<file path="src/source/cnn_pkg.sv">
package cnn_pkg;

    // Bit positions in the host control word
    typedef enum logic [2:0] {
        cnn_start      = 3'd0,
        cnn_reset      = 3'd1,
        pixel_valid    = 3'd2,
        frame_start    = 3'd3,
        frame_complete = 3'd4
    } ctrl_bit_e;

    // Sticky error code seen by the host
    typedef enum logic [31:0] {
        error_none          = 32'd0,
        error_cnn_timeout   = 32'd1,   // No pixel for too long inside a frame
        error_invalid_start = 32'd2    // Frame start while a frame is open
    } error_code_e;

    // Status word bit positions with bits 31:5 reading as zero
    localparam int STATUS_BUSY           = 0;
    localparam int STATUS_RESULT_VALID   = 1;
    localparam int STATUS_PIXEL_VALID    = 2;
    localparam int STATUS_FRAME_START    = 3;
    localparam int STATUS_FRAME_COMPLETE = 4;

    // Fixed 1-D edge kernel  -1  2  -1
    localparam logic signed [3:0] KERNEL_W0 = -4'sd1;
    localparam logic signed [3:0] KERNEL_W1 = 4'sd2;
    localparam logic signed [3:0] KERNEL_W2 = -4'sd1;

    localparam int PIXEL_W   = 8;
    localparam int FEATURE_W = 10;   // Largest ReLU output is 2*255
    localparam int SCORE_W   = 20;

    // Conv window fill level
    typedef enum logic [1:0] {
        empty,
        one_tap,
        two_tap,
        full
    } conv_state_e;

    // Pooling pair tracking
    typedef enum logic [1:0] {
        idle,        // No frame open
        wait_pair,   // Next feature starts a pair
        have_first   // First feature of the pair held
    } pool_state_e;

endpackage

</file>
<file path="src/source/pixel_stream_if.sv">
interface pixel_stream_if #(
    parameter int DATA_W = cnn_pkg::PIXEL_W
);

    logic              start;     // First item of a frame follows
    logic              valid;     // data carries an item this cycle
    logic [DATA_W-1:0] data;
    logic              complete;  // Frame closed by the host
    logic              abort;     // Drop the running frame

    modport sender (
        output start,
        output valid,
        output data,
        output complete,
        output abort
    );

    modport receiver (
        input start,
        input valid,
        input data,
        input complete,
        input abort
    );

endinterface

</file>
<file path="src/source/host_control.sv">
module host_control #(
    parameter int TIMEOUT_CYCLES = 64
) (
    input  logic                  clk,
    input  logic                  rst_n,
    input  logic [31:0]           control_reg,
    input  logic [31:0]           pixel_reg,
    input  logic                  result_valid,
    pixel_stream_if.sender        pix_bus,
    output logic [31:0]           status_reg,
    output logic [31:0]           frame_count_reg,
    output logic [31:0]           error_code_reg
);

    localparam int CNT_W = $clog2(TIMEOUT_CYCLES + 1);

    logic [31:0]               ctrl_q;       // Control word of the last cycle
    logic [31:0]               ctrl_rise;
    logic                      start_req;
    logic                      reset_req;
    logic                      pix_req;
    logic                      done_req;
    logic                      start_ok;
    logic                      timeout;
    logic                      busy;
    logic [CNT_W-1:0]          idle_cnt;
    logic [31:0]               frame_cnt;
    cnn_pkg::error_code_e      err_q;

    assign ctrl_rise = control_reg & ~ctrl_q;

    // cnn_start and frame_start open a frame the same way
    assign start_req = ctrl_rise[cnn_pkg::cnn_start] | ctrl_rise[cnn_pkg::frame_start];
    assign reset_req = ctrl_rise[cnn_pkg::cnn_reset];
    assign pix_req   = ctrl_rise[cnn_pkg::pixel_valid];
    assign done_req  = ctrl_rise[cnn_pkg::frame_complete];

    assign start_ok = start_req & ~busy & ~reset_req;
    assign timeout  = busy & ~pix_req & (idle_cnt == CNT_W'(TIMEOUT_CYCLES - 1));

    always_ff @(posedge clk or negedge rst_n) begin
        if (!rst_n) begin
            ctrl_q           <= '0;
            pix_bus.start    <= 1'b0;
            pix_bus.valid    <= 1'b0;
            pix_bus.complete <= 1'b0;
            pix_bus.abort    <= 1'b0;
        end else begin
            ctrl_q           <= control_reg;
            pix_bus.start    <= start_ok;
            pix_bus.valid    <= pix_req & busy;    // Pixels outside a frame are dropped
            pix_bus.complete <= done_req & busy;
            pix_bus.abort    <= reset_req | timeout;
        end
    end

    // Pixel byte rides with the valid strobe
    always_ff @(posedge clk) begin
        if (pix_req) begin
            pix_bus.data <= pixel_reg[cnn_pkg::PIXEL_W-1:0];
        end
    end

    always_ff @(posedge clk or negedge rst_n) begin
        if (!rst_n) begin
            busy     <= 1'b0;
            idle_cnt <= '0;
        end else begin
            if (start_ok) begin
                busy <= 1'b1;
            end else if (reset_req || timeout || result_valid) begin
                busy <= 1'b0;
            end

            // Counts cycles without a pixel inside an open frame
            if (!busy || pix_req || timeout) begin
                idle_cnt <= '0;
            end else begin
                idle_cnt <= idle_cnt + 1'b1;
            end
        end
    end

    always_ff @(posedge clk or negedge rst_n) begin
        if (!rst_n) begin
            err_q     <= cnn_pkg::error_none;
            frame_cnt <= '0;
        end else begin
            if (reset_req) begin
                err_q <= cnn_pkg::error_none;
            end else if (timeout) begin
                err_q <= cnn_pkg::error_cnn_timeout;
            end else if (start_req && busy) begin
                err_q <= cnn_pkg::error_invalid_start;
            end

            if (result_valid) begin
                frame_cnt <= frame_cnt + 32'd1;
            end
        end
    end

    always_comb begin
        status_reg = '0;
        status_reg[cnn_pkg::STATUS_BUSY]           = busy;
        status_reg[cnn_pkg::STATUS_RESULT_VALID]   = result_valid;
        status_reg[cnn_pkg::STATUS_PIXEL_VALID]    = pix_bus.valid;
        status_reg[cnn_pkg::STATUS_FRAME_START]    = pix_bus.start;
        status_reg[cnn_pkg::STATUS_FRAME_COMPLETE] = pix_bus.complete;
    end

    assign frame_count_reg = frame_cnt;
    assign error_code_reg  = err_q;

    // A start only leaves an idle engine and opens the frame
    a_no_start_while_busy : assert property (
        @(posedge clk) disable iff (!rst_n) pix_bus.start |-> $rose(busy)
    );

endmodule

</file>
<file path="src/source/conv_stage.sv">
module conv_stage (
    input  logic             clk,
    input  logic             rst_n,
    pixel_stream_if.receiver pix_bus,
    pixel_stream_if.sender   feat_bus
);

    localparam int ACC_W = cnn_pkg::FEATURE_W + 2;   // Signed range is -510 to 510

    cnn_pkg::conv_state_e          conv_state;
    logic [cnn_pkg::PIXEL_W-1:0]   tap_mid;    // Previous pixel
    logic [cnn_pkg::PIXEL_W-1:0]   tap_old;    // Pixel before that
    logic signed [ACC_W-1:0]       acc;
    logic [cnn_pkg::FEATURE_W-1:0] relu;
    logic                          window_ok;

    // Middle tap carries the positive weight
    always_comb begin
        acc = cnn_pkg::KERNEL_W0 * $signed({1'b0, tap_old})
            + cnn_pkg::KERNEL_W1 * $signed({1'b0, tap_mid})
            + cnn_pkg::KERNEL_W2 * $signed({1'b0, pix_bus.data});
        relu = acc[ACC_W-1] ? '0 : acc[cnn_pkg::FEATURE_W-1:0];
    end

    // Two held pixels plus the incoming one form a window
    assign window_ok = (conv_state == cnn_pkg::two_tap) || (conv_state == cnn_pkg::full);

    always_ff @(posedge clk or negedge rst_n) begin
        if (!rst_n) begin
            conv_state <= cnn_pkg::empty;
        end else if (pix_bus.start || pix_bus.abort) begin
            conv_state <= cnn_pkg::empty;       // New frame never sees old pixels
        end else if (pix_bus.valid) begin
            case (conv_state)
                cnn_pkg::empty:   conv_state <= cnn_pkg::one_tap;
                cnn_pkg::one_tap: conv_state <= cnn_pkg::two_tap;
                default:          conv_state <= cnn_pkg::full;
            endcase
        end
    end

    always_ff @(posedge clk) begin
        if (pix_bus.valid) begin
            tap_old <= tap_mid;
            tap_mid <= pix_bus.data;
        end
    end

    // Frame strobes follow the same one-cycle delay as the features
    always_ff @(posedge clk or negedge rst_n) begin
        if (!rst_n) begin
            feat_bus.start    <= 1'b0;
            feat_bus.valid    <= 1'b0;
            feat_bus.complete <= 1'b0;
            feat_bus.abort    <= 1'b0;
        end else begin
            feat_bus.start    <= pix_bus.start;
            feat_bus.valid    <= pix_bus.valid & window_ok & ~pix_bus.start & ~pix_bus.abort;
            feat_bus.complete <= pix_bus.complete;
            feat_bus.abort    <= pix_bus.abort;
        end
    end

    always_ff @(posedge clk) begin
        if (pix_bus.valid && window_ok) begin
            feat_bus.data <= relu;
        end
    end

    // A feature needs three pixels of the current frame
    a_no_feature_when_empty : assert property (
        @(posedge clk) disable iff (!rst_n) feat_bus.valid |-> conv_state != cnn_pkg::empty
    );

endmodule

</file>
<file path="src/source/pool_stage.sv">
module pool_stage (
    input  logic                        clk,
    input  logic                        rst_n,
    pixel_stream_if.receiver            feat_bus,
    output logic                        result_valid,
    output logic [cnn_pkg::SCORE_W-1:0] result_score
);

    cnn_pkg::pool_state_e          state_q;
    cnn_pkg::pool_state_e          state_next;
    logic [cnn_pkg::FEATURE_W-1:0] first_q;     // Held first feature of a pair
    logic [cnn_pkg::FEATURE_W-1:0] first_next;
    logic [cnn_pkg::FEATURE_W-1:0] pair_max;
    logic [cnn_pkg::SCORE_W-1:0]   score_q;
    logic [cnn_pkg::SCORE_W-1:0]   score_next;
    logic [cnn_pkg::SCORE_W-1:0]   final_score;

    assign pair_max = (first_q > feat_bus.data) ? first_q : feat_bus.data;

    // Next pair state counting a feature that lands with complete
    always_comb begin
        state_next = state_q;
        first_next = first_q;
        score_next = score_q;
        if (feat_bus.valid) begin
            case (state_q)
                cnn_pkg::wait_pair: begin
                    first_next = feat_bus.data;
                    state_next = cnn_pkg::have_first;
                end
                cnn_pkg::have_first: begin
                    score_next = score_q + cnn_pkg::SCORE_W'(pair_max);
                    state_next = cnn_pkg::wait_pair;
                end
                default: ;   // No frame open
            endcase
        end
        // Odd last feature counts alone
        final_score = score_next;
        if (state_next == cnn_pkg::have_first) begin
            final_score = score_next + cnn_pkg::SCORE_W'(first_next);
        end
    end

    always_ff @(posedge clk or negedge rst_n) begin
        if (!rst_n) begin
            state_q      <= cnn_pkg::idle;
            score_q      <= '0;
            result_valid <= 1'b0;
            result_score <= '0;
        end else begin
            result_valid <= 1'b0;
            if (feat_bus.abort) begin
                state_q <= cnn_pkg::idle;
                score_q <= '0;
            end else if (feat_bus.start) begin
                state_q <= cnn_pkg::wait_pair;
                score_q <= '0;
            end else if (feat_bus.complete && state_q != cnn_pkg::idle) begin
                result_valid <= 1'b1;
                result_score <= final_score;
                state_q      <= cnn_pkg::idle;
                score_q      <= '0;
            end else begin
                state_q <= state_next;
                score_q <= score_next;
            end
        end
    end

    always_ff @(posedge clk) begin
        first_q <= first_next;
    end

    // One strobe per frame
    a_result_one_cycle : assert property (
        @(posedge clk) disable iff (!rst_n) result_valid |=> !result_valid
    );

endmodule

</file>
<file path="src/source/cnn_top.sv">
module cnn_top #(
    parameter int TIMEOUT_CYCLES = 64   // Idle cycles inside a frame before abort
) (
    input  logic                        clk,
    input  logic                        rst_n,
    input  logic [31:0]                 control_reg,
    input  logic [31:0]                 pixel_reg,
    output logic [31:0]                 status_reg,
    output logic [31:0]                 frame_count_reg,
    output logic [31:0]                 error_code_reg,
    output logic                        result_valid,
    output logic [cnn_pkg::SCORE_W-1:0] result_score
);

    // Raw pixels from the host
    pixel_stream_if #(
        .DATA_W (cnn_pkg::PIXEL_W)
    ) pix_bus ();

    // ReLU features into the pooling stage
    pixel_stream_if #(
        .DATA_W (cnn_pkg::FEATURE_W)
    ) feat_bus ();

    host_control #(
        .TIMEOUT_CYCLES (TIMEOUT_CYCLES)
    ) host_control_inst (
        .clk             (clk),
        .rst_n           (rst_n),
        .control_reg     (control_reg),
        .pixel_reg       (pixel_reg),
        .result_valid    (result_valid),   // Ends the frame and bumps the counter
        .pix_bus         (pix_bus.sender),
        .status_reg      (status_reg),
        .frame_count_reg (frame_count_reg),
        .error_code_reg  (error_code_reg)
    );

    conv_stage conv_stage_inst (
        .clk      (clk),
        .rst_n    (rst_n),
        .pix_bus  (pix_bus.receiver),
        .feat_bus (feat_bus.sender)
    );

    // Score lands 3 cycles after the frame_complete bit is sampled
    pool_stage pool_stage_inst (
        .clk          (clk),
        .rst_n        (rst_n),
        .feat_bus     (feat_bus.receiver),
        .result_valid (result_valid),
        .result_score (result_score)
    );

endmodule

</file>
<file path="config.mk">
export PLATFORM = sky130hd
export DESIGN_NAME = cnn_top
export DESIGN_NICKNAME = d
export VERILOG_FILES = /design/src/source/cnn_pkg.sv /design/src/source/pixel_stream_if.sv /design/src/source/host_control.sv /design/src/source/conv_stage.sv /design/src/source/pool_stage.sv /design/src/source/cnn_top.sv
export SDC_FILE = /design/constraint.sdc
export NUM_CORES = 1
export LEC_CHECK = 0
export BUFFER_PORTS_ARGS = -buffer_cell sky130_fd_sc_hd__buf_2
export CORE_MARGIN = 2
export CORE_UTILIZATION = 50
export CTS_CLUSTER_DIAMETER = 150
export DETAILED_ROUTE_END_ITERATION = 16
export PLACE_DENSITY = 0.74
export SYNTH_ARGS = -nofsm -noshare
export SYNTH_HDL_FRONTEND = slang
export SYNTH_SLANG_ARGS = --single-unit
</file>
<file path="constraint.sdc">
create_clock -name clk -period 11.8 [get_ports clk]
set_input_delay 1.18 -clock clk [delete_from_list [all_inputs] [get_ports clk]]
set_output_delay 1.18 -clock clk [all_outputs]
set_load 0.01 [all_outputs]
</file>
-- Word-level counts from Yosys, hierarchy flattened
Cells that the tools add are included.
- bits in registers: 174
- logic and storage cells: 101
- eq/ne operators: 7
- mux-type cells: 26
- add/subtract/negate cells: 8
- order comparisons: 1
- reductions and logical operators: 16
- bitwise logic cells: 20
- operators by type and width (kind ; count):
    20-bit two-way mux ; 6
    32-bit two-way mux ; 3
    20-bit by 10-bit adder with 20-bit output ; 2
    32-bit by 1-bit adder with 32-bit output (second input constant) ; 1
    10-bit two-way mux ; 3
    8-bit negation with 12-bit output ; 2
    12-bit by 10-bit adder with 12-bit output ; 1
    12-bit adder ; 1
    2-bit two-way mux ; 6
    10-bit greater-than comparator ; 1
    1-bit AND ; 9
    2-bit equality test (second input constant) ; 4
    2-bit case mux with 2 select lines ; 2
    7-bit by 1-bit adder with 7-bit output (second input constant) ; 1
    7-bit by 6-bit equality test with 1-bit output (second input constant) ; 1
    7-bit two-way mux ; 1
    1-bit NOT ; 7
    1-bit logical OR ; 6
    2-bit nonzero test ; 3
    5-bit AND ; 1
    1-bit two-way mux ; 5
    5-bit NOT ; 1
    2-bit by 1-bit equality test with 1-bit output (second input constant) ; 2
    1-bit logical AND ; 3
    5 further kinds ; 6

-- Depth between registers and ports, before layout
Gate-level depths: netlist of run 1.
- depth after elaboration: 9
- gate-level depth with buffers: 27
- mapped depth without buffers: 27

-- Hierarchy
From an unflattened synthesis of run 1, not the netlist that was laid out.
- cell total of the unflattened synthesis: 846
- area total of the unflattened synthesis: 8544.4 um2
- by module, submodules not included (module ; seq. area each (um2) ; instances ; area an instance (um2) ; cells an instance):
    pool_stage ; 1276.2 ; 1 ; 4018.9 ; 468
    host_control ; 1516.5 ; 1 ; 2866.5 ; 251
    conv_stage ; 930.9 ; 1 ; 1659.1 ; 127

-- Worst setup path after synthesis of run 1
No wires, ideal clock.
- kind: register -> register
- from: reg conv_stage_inst.feat_bus.data[3]
- to: reg pool_stage_inst.result_score[19] (netlist name)
- path buffers: 0
- cell stages (with the launch flop): 27
- data required time: 11674 ps
- path slack: 6665 ps
- arrival: 5009 ps
- cell sequence: edfxtp_1 > inv_1 > ha_1 > a21o_1 > a21o_1 > a21oi_1 > nor2_1 > a2111oi_0 > a31oi_1 > mux2_2 > ha_1 > inv_1 > fa_1 > and2b_2 > o21ai_0 > nand2b_1 > xnor2_1 > o21ai_0 > ha_1 > nand3_1 > o211ai_1 > o31a_1 > o41ai_1 > nor3_2 > nand3_2 > o311a_1 > a221o_1
- word-level cells in the longest chain between the ends: 7
- ends and longest elaborated chain (element ; RTL line ; text):
    start, declared ; pixel_stream_if.sv:14 ; output data,
    start signal, assigned ; conv_stage.sv:66 ; feat_bus.data <= relu;
    10-bit greater-than comparator ; pool_stage.sv:18 ; assign pair_max = (first_q > feat_bus.data) ? first_q : feat_bus.data;
    10-bit two-way mux ; pool_stage.sv:18 ;
    20-bit by 10-bit adder with 20-bit output ; pool_stage.sv:32 ; score_next = score_q + cnn_pkg::SCORE_W'(pair_max);
    20-bit two-way mux ; pool_stage.sv:26 ; case (state_q)
    20-bit two-way mux ; pool_stage.sv:25 ; if (feat_bus.valid) begin
    20-bit by 10-bit adder with 20-bit output ; pool_stage.sv:41 ; final_score = score_next + cnn_pkg::SCORE_W'(first_next);
    20-bit two-way mux (*) ; pool_stage.sv:40 ; if (state_next == cnn_pkg::have_first) begin
    end signal, assigned ; pool_stage.sv:61 ; result_score <= final_score;
    end, declared ; pool_stage.sv:6 ; output logic [cnn_pkg::SCORE_W-1:0] result_score
Mark *: on every way between the ends. The rest lies on a longest branch, timed or not.
A chain may end at the register's enable or synchronous reset.

-- Final worst setup path of run 1
Ends and elaborated chain as after synthesis.

==> metrics.txt, run 1 <==
Peak VDD IR 0.126 mV; routed wire length 14300 microns; Clock power frac 44.5%; Primary FF master, synth dfrtp_1; Wirelength per Cell 13.0 microns; dpl hpwl 10500 microns; core area 0.0157 sq mm; RePlAce Congestion 0.911; IO Pins 183; via count 5444; post-synthesis adder-cell area fraction 9.16%; Final ANT Viol Nets 0; clock latency on the worst-skew pair 0.43 ns; P&R area growth vs syn 12.2%; RR Endpoint pool_stage_inst.result_score[19]; hold path cells 0; Sw Pwr 316 uW; die area 0.0170 sq mm; CTS clk-pin slew, worst paths 0.06 ns; Filler cells 1396; Antenna diodes 0; CP dominant cell by count ha_1; root buffer cell clkbuf_16; clock buffer depth 2; CP Launch Type flip-flop; Syn Inst Count 797; Largest register FFs 32; initial antenna violation count 0; Sink Count 144; Final Hold Viols 0; mux share of post-synthesis cell area 0.926%; Max FO, Critical Path 5; FF-to-FF path depth 26; worst min path class flip-flop to flip-flop; Setup TNS Final 0 ns; pin count of the biggest net entering global routing 82; Synth Area in XOR/XNOR 7.47%; DRT iter0 DRCs 294; hold path startpoint host_control_inst.pix_bus.complete; worst-margin pin slew 1.01 ns; post-synthesis simple-gate area fraction 14.5%; PostCTS Resize Cnt 0; Die Y 130 microns; vias in the first global route 5089; Sw Share 25.8%; min cycle time layout 5.85 ns; fmax 171 MHz; crit path capture type flip-flop; normalized max-slew margin 32.9%; Die X 130 microns; Avg Inst Size Synth 10.0 sq um; worst r2r src conv_stage_inst.feat_bus.data[3]; FF+latch area 0.00372 sq mm; GR Overflow Total 0; sequential share of the synthesized area 46.7%; post-CTS setup buffer count 0; status complete, no violations; Num CTS Buffers 17; port buffer count 74; Place WS 6.00 ns; Post-synth EDFFs 34; cts hold-fix bufs 0; Internal 911 uW; Seq pwr share 45.3%; clk_skew 0.0102 ns; Worst Hold Path EP conv_stage_inst.feat_bus.complete; initial cell density of the core 50.8%; Yosys cell types 68; Max Slew Vio Count 0; Crit Path Class flip-flop to flip-flop; Area contributors post-synth dfrtp_1 (31%), edfxtp_1 (13%), ha_1 (6.9%), buf_4 (5.9%), xnor2_1 (5.2%); num rows 46; share of the synthesized area in the top cell type 31.4%; Setup Viol. Count Final 0; Worst R2R Setup Slack 5.95 ns; Crit-path slowest cell o41ai_1; H-tree depth 4; commonest non-fill, non-tap cells in the layout dfrtp_1 (100), buf_2 (73), nand2_1 (68); Pre-Repair DR Iteration Count 5; drt via density 4.94; Arrival @ worst endpoint 6.15 ns; Synth area leader dfrtp_1; Synth Cell Area 0.00798 sq mm; leakage 0.00431 uW; most common library cell in the layout ignoring fill and taps dfrtp_1; DRC 0; CTS tree built; worst endpoint required time 12.11 ns; main combinational cell family by area after synthesis simple AND/OR/NAND/NOR gates; maxcap violations 0; Compound-Gate Fraction of Synth Area 11.5%; Multi-input gate area 0.00370 sq mm; slowest stage delay, CP 0.49 ns; Crit path max-delay family compound AO/OA/AOI/OAI gates; Yosys reg bits 144; Final period util 49.6%; gr usage total 18.0%; layout cell share with drive strength beyond 1 14.7%; RSZ-0062 raised after global routing no; worst path bufs/invs 2; ys async rst share 69.4%; final worst setup slack 5.95 ns; Final nets 993; Yosys warnings 0; first-pass GRT wire length 24000 microns; Pwr Density 137 mW/mm^2; combinational power share 10.2%
==> Yosys cell counts (all sizes together), types with 14 or more instances <==
cell type  number
buf            64
xnor2          47
a21oi          30
inv            63
o21ai          58
nand3          31
dfrtp         100
nand2          68
ha             44
nor2           61
edfxtp         34
xor2           21
clkbuf         14
==> worst max-delay path by stage <==
stage	from	endpoint	cells past startpoint
after CTS	conv_stage_inst.feat_bus.data[3]	pool_stage_inst.result_score[18]	26
after global routing	conv_stage_inst.feat_bus.data[3]	pool_stage_inst.result_score[18]	26
after global placement	conv_stage_inst.feat_bus.data[3]	pool_stage_inst.result_score[19]	26
after floorplan	conv_stage_inst.feat_bus.data[3]	pool_stage_inst.result_score[19]	26
final	conv_stage_inst.feat_bus.data[3]	pool_stage_inst.result_score[19]	26
after detailed placement	conv_stage_inst.feat_bus.data[3]	pool_stage_inst.result_score[18]	26
==> per-stage QoR <==
step	hold slack [ns]	area (sq um)	cells	utilization, %	power [uW]
floorplan	0.355	8190	854	-	663
global placement	0.355	8340	1071	53.1	685
detailed placement	0.359	8340	1071	53.1	690
CTS	0.375	8950	1103	56.9	1240
global route	0.391	8950	1103	56.9	1280
finish	0.373	8950	1103	56.9	1230
==> per-layer routing <==
layer / vias up / global-route usage (%) / share of wire (%)
li1: 2757 / - / -
met1: 2550 / 24.7 / 48
met2: 117 / 27.8 / 47
met3: 20 / 4.35 / 4.1
met4: 0 / 7.02 / 1.6
met5: - / 0 / 0
==> power by group through the flow <==
stage | logic [uW] | registers [uW] | clock network (uW)
after floorplan | 98.8 | 564 | 0
after global placement | 121 | 564 | 0
after detailed placement | 125 | 565 | 0
after CTS | 126 | 556 | 560
after global routing | 145 | 560 | 579
final | 125 | 555 | 546
==> logic make-up (layout without fill, tap and decap cells) <==
family	Yosys count	count (layout)
xor+xnor	68	68
mux	7	7
fa+ha+maj	53	53
simple gates	237	237
buf+inv	141	174
other cells	1	58
compound gates	146	146
flops	144	144
==> area by class of cell <==
type,instances,area share (%)
flip-flops and latches,144,41.6
multi-input cells,569,41.3
clock buffers,19,5.08
repair buffers,79,4.59
well taps,216,3.02
inverters,63,2.64
clock inverters,13,1.71
Power figures use the tool's default switching activity.
==> run 2, diff against run 1 <==
--- a/config.mk
+++ b/config.mk
@@ -5,12 +5,13 @@
 export SDC_FILE = /design/constraint.sdc
 export NUM_CORES = 1
 export LEC_CHECK = 0
+export ABC_AREA = 1
 export BUFFER_PORTS_ARGS = -buffer_cell sky130_fd_sc_hd__buf_2
 export CORE_MARGIN = 2
 export CORE_UTILIZATION = 50
 export CTS_CLUSTER_DIAMETER = 150
 export DETAILED_ROUTE_END_ITERATION = 16
-export PLACE_DENSITY = 0.74
+export PLACE_DENSITY = 0.73
 export SYNTH_ARGS = -nofsm -noshare
 export SYNTH_HDL_FRONTEND = slang
 export SYNTH_SLANG_ARGS = --single-unit
==> constraint.sdc (replaced) <==
create_clock -name clk -period 5.7 [get_ports clk]
set_input_delay 0.57 -clock clk [delete_from_list [all_inputs] [get_ports clk]]
set_output_delay 0.57 -clock clk [all_outputs]
set_load 0.01 [all_outputs]
==> run 2 against run 1 <==
Effect of this change:
- synthesized area increased by 8.4%
- first-iteration DRC count is 16% higher
- maximum frequency increased by 14%
- sequential share of layout area down 2.9 points
- die area is 8.1% higher
- critical path type unchanged
- critical endpoint is now pool_stage_inst.result_score[14]
- largest power group is now clock
==> metrics.txt, run 2 <==
FF-to-FF path depth 26 (unchanged); Yosys reg bits 144 (unchanged); Antenna diodes 0 (unchanged); Post-synth EDFFs 34 (unchanged); Max FO, Critical Path 16 (+11); worst-margin pin slew 1.06 ns (+0.0517 ns); Final Hold Viols 0 (unchanged); pin count of the biggest net entering global routing 75 (-8.5%); Avg Inst Size Synth 8.43 sq um (-16%); die area 0.0184 sq mm (+8.1%); leakage 0.00496 uW (+15%); dpl hpwl 12600 microns (+21%); Met1 Wirelength 7660 microns (+13%); worst r2r src conv_stage_inst.feat_bus.data[3]; clk_skew 0.00747 ns (-0.00277 ns); P&R area growth vs syn 11.2%; post-CTS setup buffer count 0 (unchanged); maxcap violations 0 (unchanged); normalized max-slew margin 29.2% (-3.7 points); GR Overflow Total 0 (unchanged); clock latency on the worst-skew pair 0.42 ns (about the same); DRC 0 (unchanged); worst endpoint required time 6.04 ns (-6.07 ns); CTS tree built; Num CTS Buffers 17 (unchanged); Clock power frac 45.6% (+1.1 points); Sw Pwr 658 uW (+110%); initial antenna violation count 0 (unchanged); Place WS 0.628 ns (-5.38 ns); sequential share of the synthesized area 43.1% (-3.6 points); Primary FF master, synth dfrtp_1; worst min path class primary input to asynchronous set/reset pin; RSZ-0062 raised after global routing no; Peak VDD IR 0.247 mV (+96%); Synth Cell Area 0.00865 sq mm (+8.4%); initial cell density of the core 50.5% (-0.24 points); Final nets 1219 (+23%); Final ANT Viol Nets 0 (unchanged); final worst setup slack 0.582 ns (-5.37 ns); PostCTS Resize Cnt 0 (unchanged); crit path capture type flip-flop; Worst R2R Setup Slack 0.58 ns (-5.37 ns); DRT iter0 DRCs 342 (+16%); layout cell share with drive strength beyond 1 15.4% (+0.71 points); Sink Count 144 (unchanged); Seq pwr share 44.1% (-1.2 points); status complete, no violations; Die X 135 microns (+4.0%); Die Y 135 microns (+4.0%); placed insts 1306 (+22%); RePlAce Congestion 0.902 (-1.1%); Yosys cell types 53 (-22%); WL met2 8640 microns (+29%); Synth area leader dfrtp_1; Setup Viol. Count Final 0 (unchanged); num rows 48 (+4.3%); Setup TNS Final 0 ns (unchanged); most common cell in the netlist nand2_1; port buffer count 74 (unchanged); Final period util 89.8% (+40 points); share of the synthesized area in the top cell type 28.9% (-2.4 points); Arrival @ worst endpoint 5.46 ns (-0.69 ns); root buffer cell clkbuf_16; ys async rst share 69.4% (unchanged); RR Endpoint pool_stage_inst.result_score[14]; drt via density 4.92 (-0.27%); via count 6586 (+21%); Largest register FFs 32 (unchanged); most common library cell in the layout ignoring fill and taps nand2_1; routed wire length 17400 microns (+22%); CTS clk-pin slew, worst paths 0.06 ns (about the same); Yosys warnings 0 (unchanged); gr usage total 20.0% (+2.0 points); Syn Inst Count 1025 (+29%); final std cells w/o fill 1338 (+21%); Sw Share 25.5% (-0.30 points); Commonest cells post-synth nand2_1 (197), inv_1 (140), dfrtp_1 (100); CP Launch Type flip-flop; Area contributors post-synth dfrtp_1 (29%), edfxtp_1 (12%), nand2_1 (8.6%), ha_1 (6.4%), inv_1 (6.1%); fmax 195 MHz (+14%); core area 0.0171 sq mm (+8.9%); Max Slew Vio Count 0 (unchanged); Wirelength per Cell 13.0 microns (+0.24%); Pwr Density 269 mW/mm^2 (+96%); vias in the first global route 6360 (+25%); H-tree depth 4 (unchanged); Crit Path Class flip-flop to flip-flop; combinational power share 10.3% (about the same); DR WL met3 681 microns (+15%); Internal 1920 uW (+110%); min cycle time layout 5.12 ns (-0.732 ns); cts hold-fix bufs 0 (unchanged); IO Pins 183 (unchanged); commonest non-fill, non-tap cells in the layout nand2_1 (197), inv_1 (140), dfrtp_1 (100); Max Used Layer met4; Pre-Repair DR Iteration Count 5 (unchanged); first-pass GRT wire length 29200 microns (+22%); clock buffer depth 2 (unchanged)
run 2: changes by cell type after synthesis, sizes merged, moves of 12 or more:
cell	change
nand3	+30
a21oi	+22
xnor2	-34
and3	-12
xor2	+13
nor2	+43
inv	+84
nand2	+144
run 2: final cells by class:
type | instances | area (sq um)
clock buffers | 18 | 429
multi-input cells | 711 | 4040
flip-flops and latches | 144 | 3720
fillers | 1546 | 7500
repair buffers | 77 | 395
well taps | 225 | 282
inverters | 149 | 561
clock inverters | 14 | 189
run 2: power groups by stage:
stage	clock, uW	sequential (uW)	combinational (uW)
final	1180	1140	265
after global routing	1240	1150	310
after CTS	1200	1140	267
after detailed placement	0	1160	265
after global placement	0	1160	258
after floorplan	0	1160	220
run 2: how the worst max path moves through the flow:
stage                                                start                               end  cells after the start
after floorplan           conv_stage_inst.feat_bus.data[3]  pool_stage_inst.result_score[11]                     30
after global placement    conv_stage_inst.feat_bus.data[3]  pool_stage_inst.result_score[11]                     28
after detailed placement  conv_stage_inst.feat_bus.data[3]  pool_stage_inst.result_score[14]                     26
after CTS                 conv_stage_inst.feat_bus.data[3]  pool_stage_inst.result_score[13]                     27
after global routing      conv_stage_inst.feat_bus.data[3]  pool_stage_inst.result_score[13]                     27
final                     conv_stage_inst.feat_bus.data[3]  pool_stage_inst.result_score[14]                     26
run 2: cell families (layout without fill, tap and decap cells):
| family | after synthesis | in the layout | synth area share [%] |
|---|---|---|---|
| AOI/OAI and AO/OA | 118 | 118 | 7.35 |
| xor gates and xnor gates | 47 | 47 | 4.76 |
| adders and majority gates | 53 | 53 | 8.45 |
| buffers and inverters | 227 | 258 | 12.8 |
| DFF | 144 | 144 | 43.1 |
| muxes | 1 | 1 | 0.130 |
| other | 1 | 58 | 0.0434 |
| and+or+nand+nor | 434 | 434 | 23.4 |
run 2: critical path, stage by stage (launching register included):
cell and delay, ns:
edfxtp_1 0.35, inv_1 0.09, ha_1 0.24, a21oi_1 0.13
nor2_1 0.05, a211oi_1 0.19, o221ai_1 0.20, o21ai_2 0.24
buf_4 0.24, nor2_1 0.05, a21oi_1 0.20, ha_1 0.33
nor2_1 0.21, nand3b_1 0.14, nand2_1 0.12, or2_2 0.29
nand3_1 0.06, o21ai_0 0.16, ha_1 0.43, nand2_1 0.09
o21ai_0 0.33, nand2_1 0.10, o2111ai_1 0.18, nand2_2 0.13
nor2_4 0.15, a21oi_1 0.11, o21ai_1 0.19
run 2: metal layers:
layer / vias to the layer above / global-route usage, %
met3: 29 / 3.67
met4: 0 / 8.39
met1: 3101 / 26.0
li1: 3322 / -
met2: 134 / 33.1
met5: - / 0
run 2: through the flow:
stage | total power (uW) | hold WS [ns] | util, % | instance area [sq um]
final | 2580 | 0.0596 | 56.2 | 9610
after global placement | 1420 | 0.362 | 52.5 | 8990
after global routing | 2690 | 0.0806 | 56.2 | 9610
after detailed placement | 1420 | 0.360 | 52.5 | 8990
after CTS | 2600 | 0.0713 | 56.1 | 9610
after floorplan | 1380 | 0.274 | - | 8860
==> run 3, diff against run 2 <==
--- a/config.mk
+++ b/config.mk
@@ -7,6 +7,7 @@
 export LEC_CHECK = 0
 export ABC_AREA = 1
 export BUFFER_PORTS_ARGS = -buffer_cell sky130_fd_sc_hd__buf_2
+export CORE_ASPECT_RATIO = 0.75
 export CORE_MARGIN = 2
 export CORE_UTILIZATION = 50
 export CTS_CLUSTER_DIAMETER = 150
==> constraint.sdc (replaced) <==
create_clock -name clk -period 6.3 [get_ports clk]
set_input_delay 0.63 -clock clk [delete_from_list [all_inputs] [get_ports clk]]
set_output_delay 0.63 -clock clk [all_outputs]
set_load 0.01 [all_outputs]
==> run 3 against run 2 <==
Effect of this change:
- sequential power is 9.6% lower
- setup slack better by 0.57 ns
- global-route usage is 0.56 points lower
- final cell count down 0.90%
- register-to-register slack better by 0.57 ns
- sequential share of layout area increased by 0.25 points
- cell area is 0.65% lower
- die area hardly changed
- hold slack gained 0.045 ns
- clock skew shrank 0.0019 ns
- critical path depth up 4
==> metrics.txt, run 3 (synthesis gave the netlist of run 2 again) <==
DRC 0 (unchanged); Clock power frac 43.4% (-2.2 points); Crit path max-delay family compound AO/OA/AOI/OAI gates; post-CTS setup buffer count 0 (unchanged); PostCTS Resize Cnt 0 (unchanged); Setup Viol. Count Final 0 (unchanged); routed wire length 16900 microns (-2.6%); status complete, no violations; most common library cell in the layout ignoring fill and taps nand2_1; Internal 1690 uW (-12%); slowest stage delay, CP 0.39 ns (-0.04 ns); CTS tree built; layout cell share with drive strength beyond 1 15.1% (-0.24 points); crit path capture type flip-flop; IO Pins 183 (unchanged); dpl hpwl 12800 microns (+1.4%); CP dominant cell by count inv_1; clk_skew 0.00558 ns (-0.00188 ns); normalized max-slew margin 31.9% (+2.7 points); Die Y 118 microns (-13%); worst min path class primary input to asynchronous set/reset pin; pin count of the biggest net entering global routing 76 (+1.3%); Largest register FFs 32 (unchanged); Setup TNS Final 0 ns (unchanged); Pre-Repair DR Iteration Count 5 (unchanged); Pwr Density 235 mW/mm^2 (-13%); cts hold-fix bufs 0 (unchanged); Final nets 1218 (-0.082%); Wirelength per Cell 12.8 microns (-1.7%); H-tree depth 4 (unchanged); Crit Path Class flip-flop to flip-flop; Sink Count 144 (unchanged); clock latency on the worst-skew pair 0.42 ns (about the same); Crit-path slowest cell fa_1; RePlAce Congestion 0.917 (+1.7%); CP Launch Type flip-flop; Pwr Total 2240 uW (-13%); Max Slew Vio Count 0 (unchanged); Peak VDD IR 0.193 mV (-22%); Die X 156 microns (+15%); core area 0.0169 sq mm (-1.4%); CTS clk-pin slew, worst paths 0.06 ns (about the same); die area 0.0184 sq mm (about the same); hold_ws 0.104 ns (+0.0447 ns); drt via density 4.95 (+0.60%); worst path bufs/invs 5 (+3); Arrival @ worst endpoint 5.43 ns (-0.03 ns); RSZ-0062 raised after global routing no; Max FO, Critical Path 18 (+2); Final period util 81.7% (-8.1 points); fmax 194 MHz (-0.53%); Num CTS Buffers 17 (unchanged); Final ANT Viol Nets 0 (unchanged); port buffer count 74 (unchanged); Sw Share 24.5% (-1.0 points); worst-margin pin slew 1.02 ns (-0.0416 ns); num rows 41 (-15%); GR Overflow Total 0 (unchanged); maxcap violations 0 (unchanged); DRT iter0 DRCs 385 (+13%); commonest non-fill, non-tap cells in the layout nand2_1 (197), inv_1 (140), dfrtp_1 (100); via count 6566 (-0.30%); initial cell density of the core 51.2% (+0.72 points); Final Hold Viols 0 (unchanged); fin area 0.00955 sq mm (-0.65%); vias in the first global route 6260 (-1.6%); clock buffer depth 2 (unchanged); placed instance area 0.00897 sq mm (-0.22%); root buffer cell clkbuf_16; P&R area growth vs syn 10.5%; combinational power share 10.5% (+0.2 points); Seq pwr share 46.1% (+2.0 points); first-pass GRT wire length 28900 microns (-1.2%); min cycle time layout 5.14 ns (+0.0271 ns); final core occ 56.6% (+0.42 points); Antenna diodes 0 (unchanged); gr usage total 19.4% (-0.56 points); worst endpoint required time 6.58 ns (+0.54 ns); initial antenna violation count 0 (unchanged); Sw Pwr 548 uW (-17%); leakage 0.00495 uW (-0.34%)
==> run 3: changes by cell type in the layout (fill, tap and decap cells not counted), moves of 2 or more <==
cell       previous run  this run
bufinv_16             4         1
clkinv_1              3         1
clkbuf_8              0         7
clkbuf_1              1         3
clkinv_4              2         0
inv_6                 3         0
==> run 3: through the flow <==
stage               setup slack (ns)  std cells
floorplan                       1.83       1082
global placement                1.23       1295
detailed placement              1.18       1295
CTS                             1.15       1326
global route                   0.647       1326
finish                          1.16       1326
==> run 3: path summary, 6_finish.rpt <==
path	start	end	slack, ns	depth (start not counted)
max in group asynchronous	rst_n	pool_stage_inst.result_score[6]	4.92	2
worst max register to register	conv_stage_inst.feat_bus.data[3]	pool_stage_inst.result_score[11]	1.16	30
min in group clk	control_reg[0]	host_control_inst.ctrl_q[0]	0.33	1
worst max-delay path	conv_stage_inst.feat_bus.data[3]	pool_stage_inst.result_score[11]	1.16	30
worst min register to register	host_control_inst.pix_bus.complete	conv_stage_inst.feat_bus.complete	0.39	0
worst min-delay path	rst_n	host_control_inst.frame_count_reg[16]	0.10	1
==> run 3: cell type report <==
type	count	area (sq um)
Fill cell	1437	7330
Sequential cell	144	3720
Tap cell	215	269
Clock buffer	27	533
Timing Repair Buffer	76	388
Multi-Input combinational cell	711	4030
Inverter	149	561
Clock inverter	4	46.3
==> run 3: per-layer routing <==
metal	vias up	wire length, microns	track usage (%)
li1	3317	-	-
met1	3074	8280	27.2
met2	150	7630	30.3
met3	25	765	4.38
met4	0	260	5.68
met5	-	0	0
==> run 3: power by group through the flow <==
stage	combinational, uW	clock (uW)	sequential (uW)
2_1_floorplan	199	0	1050
3_3_place_gp	229	0	1050
3_5_place_dp	234	0	1050
4_1_cts	237	984	1030
5_1_grt	274	1040	1040
6_report	236	972	1030
